===== config.mk =====
export PLATFORM = sky130hd
export DESIGN_NAME = cpuTop
export DESIGN_NICKNAME = d
export VERILOG_FILES = /design/src/hdl/cpuPkg.sv /design/src/hdl/cpuCtrlIf.sv /design/src/hdl/alu.sv /design/src/hdl/programSequencer.sv /design/src/hdl/dataPath.sv /design/src/hdl/cpuController.sv /design/src/hdl/cpuTop.sv
export VERILOG_INCLUDE_DIRS = /design/src /design/src/include
export SDC_FILE = /design/constraint.sdc
export NUM_CORES = 1
export LEC_CHECK = 0
export ABC_CLOCK_PERIOD_IN_PS = 4100
export CAP_MARGIN = 30
export CORE_MARGIN = 5
export CORE_UTILIZATION = 35
export CTS_CLUSTER_SIZE = 16
export DETAILED_ROUTE_END_ITERATION = 16
export DONT_BUFFER_PORTS = 1
export HOLD_SLACK_MARGIN = 0.05
export PLACE_DENSITY = 0.46
export REMOVE_ABC_BUFFERS = 1
export SLEW_MARGIN = 20
export SYNTH_ARGS = -nofsm -noshare
export SYNTH_HDL_FRONTEND = slang
export SYNTH_SLANG_ARGS = --single-unit
export TNS_END_PERCENT = 1

===== constraint.sdc =====
create_clock -name CLK -period 4.1 [get_ports CLK]
set_input_delay 0.205 -clock CLK [delete_from_list [all_inputs] [get_ports CLK]]
set_output_delay 0.205 -clock CLK [all_outputs]
set_load 0.02 [all_outputs]

===== src/include/cpu_config.svh =====
`ifndef CPU_CONFIG_SVH
`define CPU_CONFIG_SVH

////////////////////////////////////////////////////////////
// Core widths
////////////////////////////////////////////////////////////

// Data, address and instruction bytes share one width
`define CPU_DATA_WIDTH 8

// Number of interrupt request lines
`define CPU_NUM_IRQ 2

////////////////////////////////////////////////////////////
// Fixed addresses
////////////////////////////////////////////////////////////

// Bus address parked here whenever memory is not accessed
`define CPU_IDLE_ADDR 8'hFF

// ROM vectors holding the thread start address per line
`define CPU_VECTOR_A 8'hFF
`define CPU_VECTOR_B 8'hFE

// Program counter increments
`define CPU_PC_STEP1 1
`define CPU_PC_STEP2 2

`endif


===== src/hdl/cpuPkg.sv =====
`include "cpu_config.svh"

package cpuPkg;

    // Data, address and instruction byte
    typedef logic [`CPU_DATA_WIDTH-1:0] byteT;

    // One-hot interrupt request or acknowledge
    typedef logic [`CPU_NUM_IRQ-1:0] ackT;

    ////////////////////////////////////////////////////////////
    // Controller states
    ////////////////////////////////////////////////////////////
    typedef enum logic [4:0] {
        stIdle, stThreadFetch0, stThreadFetch1, stThreadFetch2,
        stDecode,
        stReadSetupA, stReadSetupB, stRead0, stRead1, stRead2,
        stWriteSetupA, stWriteSetupB, stWrite0,
        stMathA, stMathB, stMathWait,
        stBranch0, stBranch1, stBranch2,
        stGoto0, stGoto1, stGoto2,
        stGotoIdle
    } stateT;

    // Low nibble of the instruction byte
    typedef enum logic [3:0] {
        instrReadA    = 4'h0,
        instrReadB    = 4'h1,
        instrWriteA   = 4'h2,
        instrWriteB   = 4'h3,
        instrMathA    = 4'h4,
        instrMathB    = 4'h5,
        instrBranch   = 4'h6,
        instrGoto     = 4'h7,
        instrGotoIdle = 4'h8
    } instrT;

    // High nibble of the instruction byte
    typedef enum logic [3:0] {
        aluAdd, aluSub, aluAnd, aluOr, aluXor,
        aluShiftLeftA, aluShiftRightA, aluIncA, aluDecA,
        aluEq, aluGt, aluLt
    } aluOpT;

    // Program sequencer commands
    typedef enum logic [2:0] {
        pcHold, pcStep1, pcStep2, pcLoadRom, pcVectorA, pcVectorB
    } pcCmdT;

    // Source for a register A or B load
    typedef enum logic [1:0] {
        loadNone, loadBus, loadAlu
    } regLoadT;

endpackage


===== src/hdl/cpuCtrlIf.sv =====
`timescale 1ns/1ps

// Command and status bundle between the controller, the
// program sequencer and the data path
interface cpuCtrlIf import cpuPkg::*; ();

    // Program counter command, applied on the next edge
    pcCmdT   pcCmd;
    // Level that adds one to the next cycle's ROM address
    logic    fetchOffset;

    // Register load source and target, 0 is A and 1 is B
    regLoadT regLoad;
    logic    regTarget;

    // Strobe to capture romData as the bus address
    logic    busAddrLoad;
    // Strobe to drive the target register onto the bus with busWe
    logic    busWrite;

    // Registered ALU compare outcome
    logic    branchTaken;

    modport controller (
        output pcCmd,
        output fetchOffset,
        output regLoad,
        output regTarget,
        output busAddrLoad,
        output busWrite,
        input  branchTaken
    );

    modport sequencer (
        input pcCmd,
        input fetchOffset
    );

    modport dataPath (
        input  regLoad,
        input  regTarget,
        input  busAddrLoad,
        input  busWrite,
        output branchTaken
    );

endinterface


===== src/hdl/alu.sv =====
`timescale 1ns/1ps

module alu import cpuPkg::*; (
    input  byteT  inA,
    input  byteT  inB,
    input  aluOpT op,
    output byteT  result
);

    ////////////////////////////////////////////////////////////
    // Combinational operation select
    ////////////////////////////////////////////////////////////
    always_comb begin
        case (op)
            // Arithmetic wraps modulo 256
            aluAdd: result = inA + inB;
            aluSub: result = inA - inB;

            // Bitwise logic
            aluAnd: result = inA & inB;
            aluOr:  result = inA | inB;
            aluXor: result = inA ^ inB;

            // Single-bit shifts of A, zero filled
            aluShiftLeftA:  result = inA << 1;
            aluShiftRightA: result = inA >> 1;

            // Increment and decrement of A
            aluIncA: result = inA + byteT'(1);
            aluDecA: result = inA - byteT'(1);

            // Unsigned compares give one or zero, used by branches
            aluEq: result = byteT'(inA == inB);
            aluGt: result = byteT'(inA > inB);
            aluLt: result = byteT'(inA < inB);

            // Spare codes 12 to 15
            default: result = '0;
        endcase
    end

endmodule


===== src/hdl/programSequencer.sv =====
`timescale 1ns/1ps
`include "cpu_config.svh"

module programSequencer import cpuPkg::*; (
    input  logic  CLK,
    input  logic  RESET,
    output byteT  romAddress,
    cpuCtrlIf.sequencer ctrl,
    input  byteT  romData
);

    // Program counter points at the current opcode
    byteT pc;
    // Offset selects the operand byte that follows the opcode
    logic offsetQ;

    ////////////////////////////////////////////////////////////
    // Program counter and fetch offset
    ////////////////////////////////////////////////////////////
    always_ff @(posedge CLK) begin
        if (RESET) begin
            // Park on the line 0 vector
            pc      <= `CPU_VECTOR_A;
            offsetQ <= 1'b0;
        end else begin
            offsetQ <= ctrl.fetchOffset;
            case (ctrl.pcCmd)
                pcStep1:   pc <= pc + byteT'(`CPU_PC_STEP1);
                pcStep2:   pc <= pc + byteT'(`CPU_PC_STEP2);
                // Jump target or thread start on romData
                pcLoadRom: pc <= romData;
                pcVectorA: pc <= `CPU_VECTOR_A;
                pcVectorB: pc <= `CPU_VECTOR_B;
                default:   pc <= pc;
            endcase
        end
    end

    // ROM sees opcode or operand address, wrapping modulo 256
    assign romAddress = pc + byteT'(offsetQ);

    ////////////////////////////////////////////////////////////
    // Checks
    ////////////////////////////////////////////////////////////
    pcStableOnHold: assert property (@(posedge CLK) disable iff (RESET)
        ctrl.pcCmd == pcHold |=> $stable(pc))
        else $error("PC moved under a hold command");

endmodule


===== src/hdl/dataPath.sv =====
`timescale 1ns/1ps
`include "cpu_config.svh"

module dataPath import cpuPkg::*; (
    input  logic  CLK,
    input  logic  RESET,
    input  byteT  busDataIn,
    input  byteT  romData,
    output byteT  busDataOut,
    output byteT  busAddr,
    output logic  busWe,
    cpuCtrlIf.dataPath ctrl
);

    // Working registers
    byteT  regA;
    byteT  regB;

    byteT  aluResult;
    aluOpT aluOp;
    // Value headed for A or B
    byteT  loadData;

    // ALU operation sits in the high nibble of the opcode
    assign aluOp = aluOpT'(romData[7:4]);

    alu aluInst (
        .inA    (regA),
        .inB    (regB),
        .op     (aluOp),
        .result (aluResult)
    );

    ////////////////////////////////////////////////////////////
    // Register file
    ////////////////////////////////////////////////////////////
    assign loadData = (ctrl.regLoad == loadBus) ? busDataIn : aluResult;

    always_ff @(posedge CLK) begin
        if (ctrl.regLoad != loadNone) begin
            if (ctrl.regTarget)
                regB <= loadData;
            else
                regA <= loadData;
        end
    end

    ////////////////////////////////////////////////////////////
    // Bus outputs and branch status
    ////////////////////////////////////////////////////////////
    always_ff @(posedge CLK) begin
        if (RESET) begin
            busAddr          <= `CPU_IDLE_ADDR;
            busWe            <= 1'b0;
            ctrl.branchTaken <= 1'b0;
        end else begin
            // Address holds for a single cycle, then parks again
            busAddr          <= ctrl.busAddrLoad ? romData : `CPU_IDLE_ADDR;
            busWe            <= ctrl.busWrite;
            // Compare ops yield exactly one when true
            ctrl.branchTaken <= (aluResult == byteT'(1));
        end
    end

    // Write data follows the selected register
    always_ff @(posedge CLK) begin
        if (ctrl.busWrite)
            busDataOut <= ctrl.regTarget ? regB : regA;
    end

endmodule


===== src/hdl/cpuController.sv =====
`timescale 1ns/1ps

module cpuController import cpuPkg::*; (
    input  logic  CLK,
    input  logic  RESET,
    input  byteT  romData,
    input  ackT   interruptRaise,
    output ackT   interruptAck,
    cpuCtrlIf.controller ctrl
);

    stateT state, nextState;
    ackT   nextAck;
    // Register target latched in the read and write setup states
    logic  regSel;
    instrT instr;

    // Instruction nibble of the byte currently on romData
    assign instr = instrT'(romData[3:0]);

    ////////////////////////////////////////////////////////////
    // State, acknowledge and target registers
    ////////////////////////////////////////////////////////////
    always_ff @(posedge CLK) begin
        if (RESET) begin
            state        <= stIdle;
            interruptAck <= '0;
            regSel       <= 1'b0;
        end else begin
            state        <= nextState;
            interruptAck <= nextAck;
            if (state == stReadSetupA || state == stWriteSetupA)
                regSel <= 1'b0;
            else if (state == stReadSetupB || state == stWriteSetupB)
                regSel <= 1'b1;
        end
    end

    // Math states name their own target, the rest use the latch
    always_comb begin
        case (state)
            stMathA: ctrl.regTarget = 1'b0;
            stMathB: ctrl.regTarget = 1'b1;
            default: ctrl.regTarget = regSel;
        endcase
    end

    ////////////////////////////////////////////////////////////
    // Next state and command decode
    ////////////////////////////////////////////////////////////
    always_comb begin
        nextState        = state;
        nextAck          = '0;
        ctrl.pcCmd       = pcHold;
        ctrl.fetchOffset = 1'b0;
        ctrl.regLoad     = loadNone;
        ctrl.busAddrLoad = 1'b0;
        ctrl.busWrite    = 1'b0;

        case (state)
            // Line 0 wins when both lines are raised
            stIdle: begin
                if (interruptRaise[0]) begin
                    nextState  = stThreadFetch0;
                    nextAck    = 2'b01;
                    ctrl.pcCmd = pcVectorA;
                end else if (interruptRaise[1]) begin
                    nextState  = stThreadFetch0;
                    nextAck    = 2'b10;
                    ctrl.pcCmd = pcVectorB;
                end
            end

            // Vector address goes out to ROM
            stThreadFetch0: nextState = stThreadFetch1;

            // Vector contents arrive, take them as the PC
            stThreadFetch1: begin
                nextState  = stThreadFetch2;
                ctrl.pcCmd = pcLoadRom;
            end

            // First instruction is being fetched
            stThreadFetch2: nextState = stDecode;

            // Unknown nibbles stall here without touching the PC
            stDecode: begin
                ctrl.fetchOffset = 1'b1;
                case (instr)
                    instrReadA:    nextState = stReadSetupA;
                    instrReadB:    nextState = stReadSetupB;
                    instrWriteA:   nextState = stWriteSetupA;
                    instrWriteB:   nextState = stWriteSetupB;
                    instrMathA:    nextState = stMathA;
                    instrMathB:    nextState = stMathB;
                    instrBranch:   nextState = stBranch0;
                    instrGoto:     nextState = stGoto0;
                    instrGotoIdle: nextState = stGotoIdle;
                    default: begin
                        nextState        = stDecode;
                        ctrl.fetchOffset = 1'b0;
                    end
                endcase
            end

            ////////////////////////////////////////////////////////////
            // Memory read: operand byte, bus address, RAM latency
            stReadSetupA,
            stReadSetupB: nextState = stRead0;

            // Operand byte on romData is the RAM address
            stRead0: begin
                nextState        = stRead1;
                ctrl.busAddrLoad = 1'b1;
            end

            // Step past opcode and operand while RAM answers
            stRead1: begin
                nextState  = stRead2;
                ctrl.pcCmd = pcStep2;
            end

            stRead2: begin
                nextState    = stDecode;
                ctrl.regLoad = loadBus;
            end

            ////////////////////////////////////////////////////////////
            // Memory write: step early so the next opcode is ready
            stWriteSetupA,
            stWriteSetupB: begin
                nextState  = stWrite0;
                ctrl.pcCmd = pcStep2;
            end

            stWrite0: begin
                nextState        = stDecode;
                ctrl.busAddrLoad = 1'b1;
                ctrl.busWrite    = 1'b1;
            end

            ////////////////////////////////////////////////////////////
            // ALU result is ready while the opcode is still on romData
            stMathA,
            stMathB: begin
                nextState    = stMathWait;
                ctrl.regLoad = loadAlu;
                ctrl.pcCmd   = pcStep1;
            end

            stMathWait: nextState = stDecode;

            ////////////////////////////////////////////////////////////
            // Branch: compare registered here, target fetched meanwhile
            stBranch0: begin
                nextState  = stBranch1;
                ctrl.pcCmd = pcStep2;
            end

            // Not taken falls straight through to the next opcode
            stBranch1: begin
                if (ctrl.branchTaken) begin
                    nextState  = stBranch2;
                    ctrl.pcCmd = pcLoadRom;
                end else begin
                    nextState  = stDecode;
                end
            end

            stBranch2: nextState = stDecode;

            ////////////////////////////////////////////////////////////
            // Unconditional jump
            stGoto0: nextState = stGoto1;

            stGoto1: begin
                nextState  = stGoto2;
                ctrl.pcCmd = pcLoadRom;
            end

            stGoto2: nextState = stDecode;

            // End of thread
            stGotoIdle: nextState = stIdle;

            default: nextState = stIdle;
        endcase
    end

    ////////////////////////////////////////////////////////////
    // Checks
    ////////////////////////////////////////////////////////////
    ackOneHot: assert property (@(posedge CLK) disable iff (RESET)
        interruptAck != 2'b11)
        else $error("interruptAck shows both lines");

    // Flags the decode stall on an unknown instruction
    knownInstr: assert property (@(posedge CLK) disable iff (RESET)
        state == stDecode |-> romData[3:0] <= 4'h8)
        else $error("unknown instruction nibble %h", romData[3:0]);

    writeOnlyInWrite0: assert property (@(posedge CLK) disable iff (RESET)
        ctrl.busWrite |-> state == stWrite0)
        else $error("bus write outside write state");

endmodule


===== src/hdl/cpuTop.sv =====
`timescale 1ns/1ps

module cpuTop (
    input  logic         CLK,
    input  logic         RESET,
    input  cpuPkg::byteT busDataIn,
    input  cpuPkg::byteT romData,
    input  cpuPkg::ackT  interruptRaise,
    output cpuPkg::byteT busDataOut,
    output cpuPkg::byteT busAddr,
    output logic         busWe,
    output cpuPkg::byteT romAddress,
    output cpuPkg::ackT  interruptAck
);

    // Controller commands and data path status
    cpuCtrlIf ctrlIf ();

    // Instruction FSM and interrupt entry
    cpuController controllerInst (
        .CLK            (CLK),
        .RESET          (RESET),
        .romData        (romData),
        .interruptRaise (interruptRaise),
        .interruptAck   (interruptAck),
        .ctrl           (ctrlIf.controller)
    );

    // Program counter and ROM addressing
    programSequencer sequencerInst (
        .CLK        (CLK),
        .RESET      (RESET),
        .romAddress (romAddress),
        .ctrl       (ctrlIf.sequencer),
        .romData    (romData)
    );

    // Registers, ALU and bus drivers
    dataPath dataPathInst (
        .CLK        (CLK),
        .RESET      (RESET),
        .busDataIn  (busDataIn),
        .romData    (romData),
        .busDataOut (busDataOut),
        .busAddr    (busAddr),
        .busWe      (busWe),
        .ctrl       (ctrlIf.dataPath)
    );

endmodule


==> implementation parameters, run 1 <==
Parameter                              Value

Run status
  Status ... complete, no violations

Logic synthesis
  Yosys reg bits ... 51
  Yosys cell types ... 74
  Cell taking the most area after synthesis ... edfxtp_1
  Summed instance area of the synthesized netlist ... approximately 4400 µm²
  Number of warnings printed during yosys synthesis ... 0
  Main flop type after synthesis ... dfxtp_1
  Top-area cell type share of the netlist area ... 16.3%
  Post-Synthesis Mean Instance Area ... 8.33 µm²
  Register area share after synthesis ... about 28%
  Async set-reset flop share out of synthesis ... 0%
  Instance count of the mapped netlist ... around 530
  Top post-synthesis cells by area ... edfxtp_1 16%, dfxtp_1 12%, ha_1 10%
  Number of enable flip-flop cells after synthesis ... 24

Finish
  Commonest non-fill, non-tap cell in the layout ... nor2_1
  Area growth, synth to finish ... 8.27%
  Number of diodes added for antenna fixing ... 0
  Leading cell types in the layout, fill and taps excluded ... 51 x nor2_1, 37 x ha_1, 34 x a21oi_1
  Number of nets at the end of the flow ... between 500 and 600
  Ratio of cells with drive above 1 in the final layout ... between 6 and 7%

Worst setup path
  FF-to-FF Start ... dataPathInst.regB[2]
  Highest-delay cell along the critical path ... nor4_1
  Capture instance of the worst register-to-register path ... dataPathInst.regB[6]
  Largest stage delay, worst path ... 0.69 ns
  Data arrival time of the worst path ... ~3.4 ns
  Crit end category ... flop
  R2R Setup Slk ... ~0.77 ns
  CP cell instances ... nor4_1 -> nor2_1 -> o21ai_0 -> ha_1 -> nor2_1 -> a21oi_1 -> a21o_1 -> a21oi_1 -> xor2_1 -> o221ai_1 -> mux2_2
  Path type of the worst setup path ... flop to flop
  Type of element launching the critical path ... flop
  Biggest fanout along the worst timing path ... 6
  Required time worst endpoint ... just over 4 ns
  Count of cells along the worst register-to-register path ... 11

Power
  Worst IR drop on VDD ... 0.182 mV
  Combinational power share ... 33.4%
  Total power of the final layout ... roughly 1.6 mW
  Switching power as a share of total power ... 35.9%
  Relative contribution of the clock network to total power ... roughly a quarter
  Cell Int Power ... between 1 and 1.5 mW
  Leakage power of the design ... around 1.8 nW
  Power per standard cell area ... between 300 and 400 nW/µm²
  Sw power ... 0.571 mW
  Part of the total power dissipated in sequential elements ... roughly 40%

Min path
  Worst Hold End ... sequencerInst.pc[3]
  Number of cells traversed by the worst hold path ... 2
  Path type of the worst min-delay path ... primary input to flop
  Origin of the worst min-delay path ... RESET

Clock network
  Clk_lat worst skew ... roughly 0.30 ns
  Number of sinks handled by clock tree synthesis ... 51
  Clock buffer count from CTS ... 5
  TritonCTS clock tree ... done
  Number of H-tree levels ... 2
  Root Buffer Master ... clkbuf_16
  Bufs on Longest Clock Path ... 2
  Post-CTS Repair Setup Buffers ... 0
  Clock transition at path regs ... 0.07 ns

STA
  Clock period minus worst slack ... between 3 and 4 ns
  Slew at the pin closest to its max-slew limit ... approximately 0.94 ns
  Summed negative setup slack over all endpoints ... 0 ns
  Final cycle utilization of the critical path ... 81.1%
  Clk_skew ... around 0.011 ns
  Peak Freq ... between 300 and 400 MHz
  Unrepaired setup endpoints after global routing ... no
  # setup viols final ... 0
  Hold violation count in the final report ... 0
  Worst setup margin ... just under 0.8 ns
  Number of pins exceeding their max-slew limit in the final report ... 0
  Worst slew margin relative to its limit ... 37.1%

Placement
  RePlAce Congestion ... a little under 0.9
  Pre-CTS worst setup slack ... 0.821 ns
  IO buf count ... 0
  DP HPWL ... between 9000 and 10000 µm

Drt
  Pre-antenna DRT Iters ... 5
  DRC ... 0
  Antenna-violating nets left ... 0
  Overall routed net length ... 13300 µm
  DRC violation total after the first TritonRoute iteration ... 281
  Total via count after detailed routing ... roughly 3900
  Vias per cell ... between 5 and 6
  Per-cell routed wire length ... roughly 19 µm

GRT
  Congestion Overflow GR ... 0
  Maximum number of pins on one net before global-route repair ... 30
  Number of antenna violations at the first check in global routing ... 0
  GRT Total Usage ... 18.2%
  Vias in the first global route ... 3788
  Wire length of the first global-routing pass ... around 21000 µm

Floorplanning
  Core Box Area ... ~13000 µm²
  Horiz. Die Dim ... between 100 and 150 µm
  Overall die area ... ~15000 µm²
  I/O pin total ... 47
  Die Span Y ... between 100 and 150 µm
  Standard-cell row count ... a little over 40
  Effective utilization at floorplan ... a little over a third

Run
  Number of maximum-capacitance constraint violations ... 0
## timing repair
item	in CTS	in global routing
gates resized for setup	0	0
hold buffers	11	0
hold endpoints to repair	20	0
endpoints found under the setup margin	0	0
## through the flow
step	util, %	hold slack [ns]	area (µm²)	std cells
2_1_floorplan	-	0.274	4290	499
3_3_place_gp	36.3	0.278	4540	676
3_5_place_dp	36.3	0.281	4550	677
4_1_cts	38.3	0.0725	4800	696
5_1_grt	38.3	0.111	4800	696
6_report	38.3	0.0896	4800	696
## cells by family (layout without fill, tap and decap cells)
family / count (synthesis) / in the layout / synth area share [%]
adder cells (fa/ha/maj): 40 / 40 / 11.6
buffers and inverters: 66 / 58 / 5.99
XOR/XNOR: 31 / 31 / 6.13
flip-flops: 51 / 51 / 28.5
multiplexers: 9 / 9 / 2.23
AND/OR/NAND/NOR: 188 / 188 / 23.2
AO/OA/AOI/OAI: 147 / 147 / 22.4
## critical path: cells and delay by family (launching register included)
kind            cells  cell delay, ns
mux                 1            0.35
compound gates      5            0.85
simple gates        3            0.90
flops               1            0.48
fa+ha+maj           1            0.30
xor+xnor            1            0.19
## synth_stat cells (all sizes together) (5+ instances only)
cell type,count
a2111oi,5
inv,33
nor3,15
xor2,11
nand3,5
nand2,32
ha,37
nand2b,15
nor2,53
or3,9
a21oi,35
xnor2,20
nor4,10
o22ai,7
o21bai,5
mux2i,5
a211oi,6
a21o,6
nand3b,7
dfxtp,27
edfxtp,24
or2,9
buf,18
a31oi,8
nor4b,5
clkbuf,15
o21ai,28
nor2b,13
a22oi,9
## routing by layer
| metal | routed length (µm) | up-vias | global-route usage [%] |
|---|---|---|---|
| met2 | 6840 | 103 | 32.0 |
| met5 | 0 | - | 0 |
| met3 | 536 | 23 | 3.18 |
| li1 | - | 1914 | - |
| met4 | 452 | 0 | 7.98 |
| met1 | 5480 | 1844 | 21.7 |
## power by group through the flow
stage	registers (mW)	logic (mW)	clock network, mW
final	0.642	0.531	0.418
after CTS	0.641	0.536	0.436
after global placement	0.651	0.522	0
after global routing	0.651	0.599	0.458
after floorplan	0.635	0.420	0
after detailed placement	0.652	0.522	0
## registers in the layout, indices dropped and copies added, names as in the netlist
signal,flops
dataPathInst.ctrl.branchTaken,1
dataPathInst.regB,8
dataPathInst.regA,8
dataPathInst.busWe,1
dataPathInst.busAddr,8
controllerInst.interruptAck,2
controllerInst.state,5
dataPathInst.busDataOut,8
sequencerInst.offsetQ,1
controllerInst.regSel,1
sequencerInst.pc,8
## area by class of cell
cell class / count / area (µm²)
Clock buffer: 7 / 133
Clock inverter: 1 / 5.00
Fill cell: 1313 / 7720
Inverter: 33 / 124
Multi-Input combinational cell: 415 / 2900
Sequential cell: 51 / 1260
Tap cell: 172 / 215
Timing Repair Buffer: 17 / 155
## how the worst max path moves through the flow
stage                         start  slack [ns]  cells past startpoint              endpoint
6_report       dataPathInst.regB[2]        0.77                     11  dataPathInst.regB[6]
5_1_grt        dataPathInst.regB[2]        0.63                     11  dataPathInst.regB[6]
4_1_cts        dataPathInst.regB[2]        0.81                     11  dataPathInst.regA[6]
3_5_place_dp   dataPathInst.regB[2]        0.82                     11  dataPathInst.regA[7]
3_3_place_gp   dataPathInst.regB[2]        0.86                     11  dataPathInst.regB[6]
2_1_floorplan            romData[4]        1.34                     11  dataPathInst.regA[6]
(Power assumes the default switching activity.)
==> inputs of run 2 (changes only) <==
Settings changed: ABC_CLOCK_PERIOD_IN_PS 4100 to 3130.
Clock period 4.1 ns to 3.13 ns, I/O delays scaled along.
==> run 2 against run 1 <==
- clock power rose by 38%
- clock-buffer cell count fell by 1
- first-iteration DRC count fell by 18%
- routed wire length rose by 3.5%
- critical endpoint is now dataPathInst.regA[7]
- register-to-register slack got worse by 0.62 ns
- critical path type unchanged
==> implementation parameters, run 2 (synthesis results as in run 1) <==
Parameter                              Value

Run status
  Status ... complete, no violations

STA
  Worst slew margin relative to its limit ... 51.9%
  Hold violation count in the final report ... 0
  Final cycle utilization of the critical path ... between 90 and 100%
  Clock period minus worst slack ... between 2 and 3 ns
  Slew at the pin closest to its max-slew limit ... 0.721 ns
  Number of pins exceeding their max-slew limit in the final report ... 0
  Clk_skew ... 0.0108 ns
  # setup viols final ... 0
  Peak Freq ... between 300 and 400 MHz
  Unrepaired setup endpoints after global routing ... yes
  Min Hold Slack ... ~0.056 ns

Floorplanning
  I/O pin total ... 47
  Core Box Area ... approximately 13000 µm²
  Die Span Y ... approximately 120 µm
  Overall die area ... ~15000 µm²
  Horiz. Die Dim ... approximately 120 µm
  Standard-cell row count ... 41
  Effective utilization at floorplan ... between 30 and 40%

Drt
  DRC violation total after the first TritonRoute iteration ... 230
  DRC ... 0
  Per-cell routed wire length ... between 15 and 20 µm
  Overall routed net length ... roughly 14000 µm
  Total via count after detailed routing ... 3995
  Antenna-violating nets left ... 0
  Vias per cell ... ~5.6
  Pre-antenna DRT Iters ... 5

Placement
  RePlAce Congestion ... a little under 0.9
  IO buf count ... 0
  DP HPWL ... slightly above 10000 µm
  Instance area at placement ... around 4700 µm²

Clock network
  TritonCTS clock tree ... done
  Root Buffer Master ... clkbuf_16
  Number of sinks handled by clock tree synthesis ... 51
  Number of H-tree levels ... 2
  Clock transition at path regs ... 0.08 ns
  Clock buffer count from CTS ... 5
  Clk_lat worst skew ... approximately 0.31 ns
  Bufs on Longest Clock Path ... 2

GRT
  Vias in the first global route ... roughly 4000
  Maximum number of pins on one net before global-route repair ... 30
  GRT Total Usage ... roughly a fifth
  Met1 Usage GRT ... 22.5%
  GRT met2 Usage ... between 30 and 40%
  Congestion Overflow GR ... 0
  Met3 routing resource usage after global routing ... about 3%
  Global routing's busiest layer ... met2
  Wire length of the first global-routing pass ... between 20000 and 25000 µm
  Number of antenna violations at the first check in global routing ... 0

Finish
  Area growth, synth to finish ... 12.1%
  Number of nets at the end of the flow ... 600
  Number of diodes added for antenna fixing ... 0
  Leading cell types in the layout, fill and taps excluded ... 50 x nor2_1, 37 x ha_1, 33 x a21oi_1
  Ratio of cells with drive above 1 in the final layout ... 11.1%
  Final Instance Area ... 4960 µm²
  Commonest non-fill, non-tap cell in the layout ... nor2_1

Power
  Switching power as a share of total power ... 36.6%
  Relative contribution of the clock network to total power ... about 27%
  Leakage power of the design ... 1.90 nW
  Power per standard cell area ... roughly 430 nW/µm²
  Cell Int Power ... between 1 and 1.5 mW
  Worst IR drop on VDD ... about 0.24 mV
  Part of the total power dissipated in sequential elements ... between 30% and 40%
  Sw power ... around 0.8 mW
  Combinational power share ... 33.1%

Worst setup path
  Biggest fanout along the worst timing path ... 6
  Data arrival time of the worst path ... ~3.0 ns
  Crit end category ... flop
  Path type of the worst setup path ... flop to flop
  Type of element launching the critical path ... flop
  Required time worst endpoint ... 3.18 ns

Run
  Number of maximum-capacitance constraint violations ... 0

Min path
  Path type of the worst min-delay path ... primary input to flop
-- run 2: timing repair --
action                                  4_1_cts  5_1_grt
endpoints found under the setup margin        0        9
hold buffers                                 12        0
setup buffers                                 0        1
endpoints found under the hold margin        21        0
resized for setup                             0        7
-- run 2: area by class of cell --
type / instances / area, µm²
timing repair buffer: 35 / 293
inverter: 33 / 124
clock inverter: 2 / 15.0
multi-input combinational: 415 / 2930
fill: 1328 / 7550
clock buffer: 6 / 129
tap: 172 / 215
sequential: 51 / 1260
-- run 2: critical path: stages (launching register included) --
cell and delay, ns:
edfxtp_1 0.51, nor4_2 0.40, nor2_1 0.09, o21ai_0 0.16, ha_1 0.30, a21o_1 0.20
a21oi_1 0.13, o21ai_0 0.15, a31oi_1 0.22, xor2_1 0.16, o21ai_1 0.12, mux2_4 0.29
-- run 2: stage by stage --
step	worst slack (ns)	total power, mW	std cells	util [%]	TNS, ns
final	0.157	2.12	714	39.7	0
after detailed placement	0.114	1.54	693	37.3	0
after global placement	0.116	1.54	693	37.3	0
after CTS	0.0449	2.14	713	39.4	0
after global routing	-0.0126	2.26	714	39.7	-0.0250
after floorplan	0.391	1.38	499	-	0
-- run 2: final timing paths --
| path | from | cells past startpoint | end | slack, ns |
|---|---|---|---|---|
| worst max-delay path | dataPathInst.regB[2] | 11 | dataPathInst.regA[7] | 0.16 |
| worst min-delay path | romData[3] | 2 | controllerInst.state[3] | 0.06 |
| worst max register to register | dataPathInst.regB[2] | 11 | dataPathInst.regA[7] | 0.16 |
| worst min register to register | sequencerInst.pc[7] | 1 | sequencerInst.pc[7] | 0.57 |
-- run 2: power by group through the flow --
stage | clock network [mW] | registers, mW | logic [mW]
floorplan | 0 | 0.832 | 0.550
global placement | 0 | 0.857 | 0.680
detailed placement | 0 | 0.859 | 0.680
CTS | 0.594 | 0.843 | 0.702
global route | 0.626 | 0.853 | 0.784
finish | 0.575 | 0.845 | 0.704
-- run 2: layer usage --
metal	vias to the layer above	share of wire, %
met5	-	0
met4	0	2.7
met3	18	3.5
met2	87	51
met1	1934	43
li1	1956	-
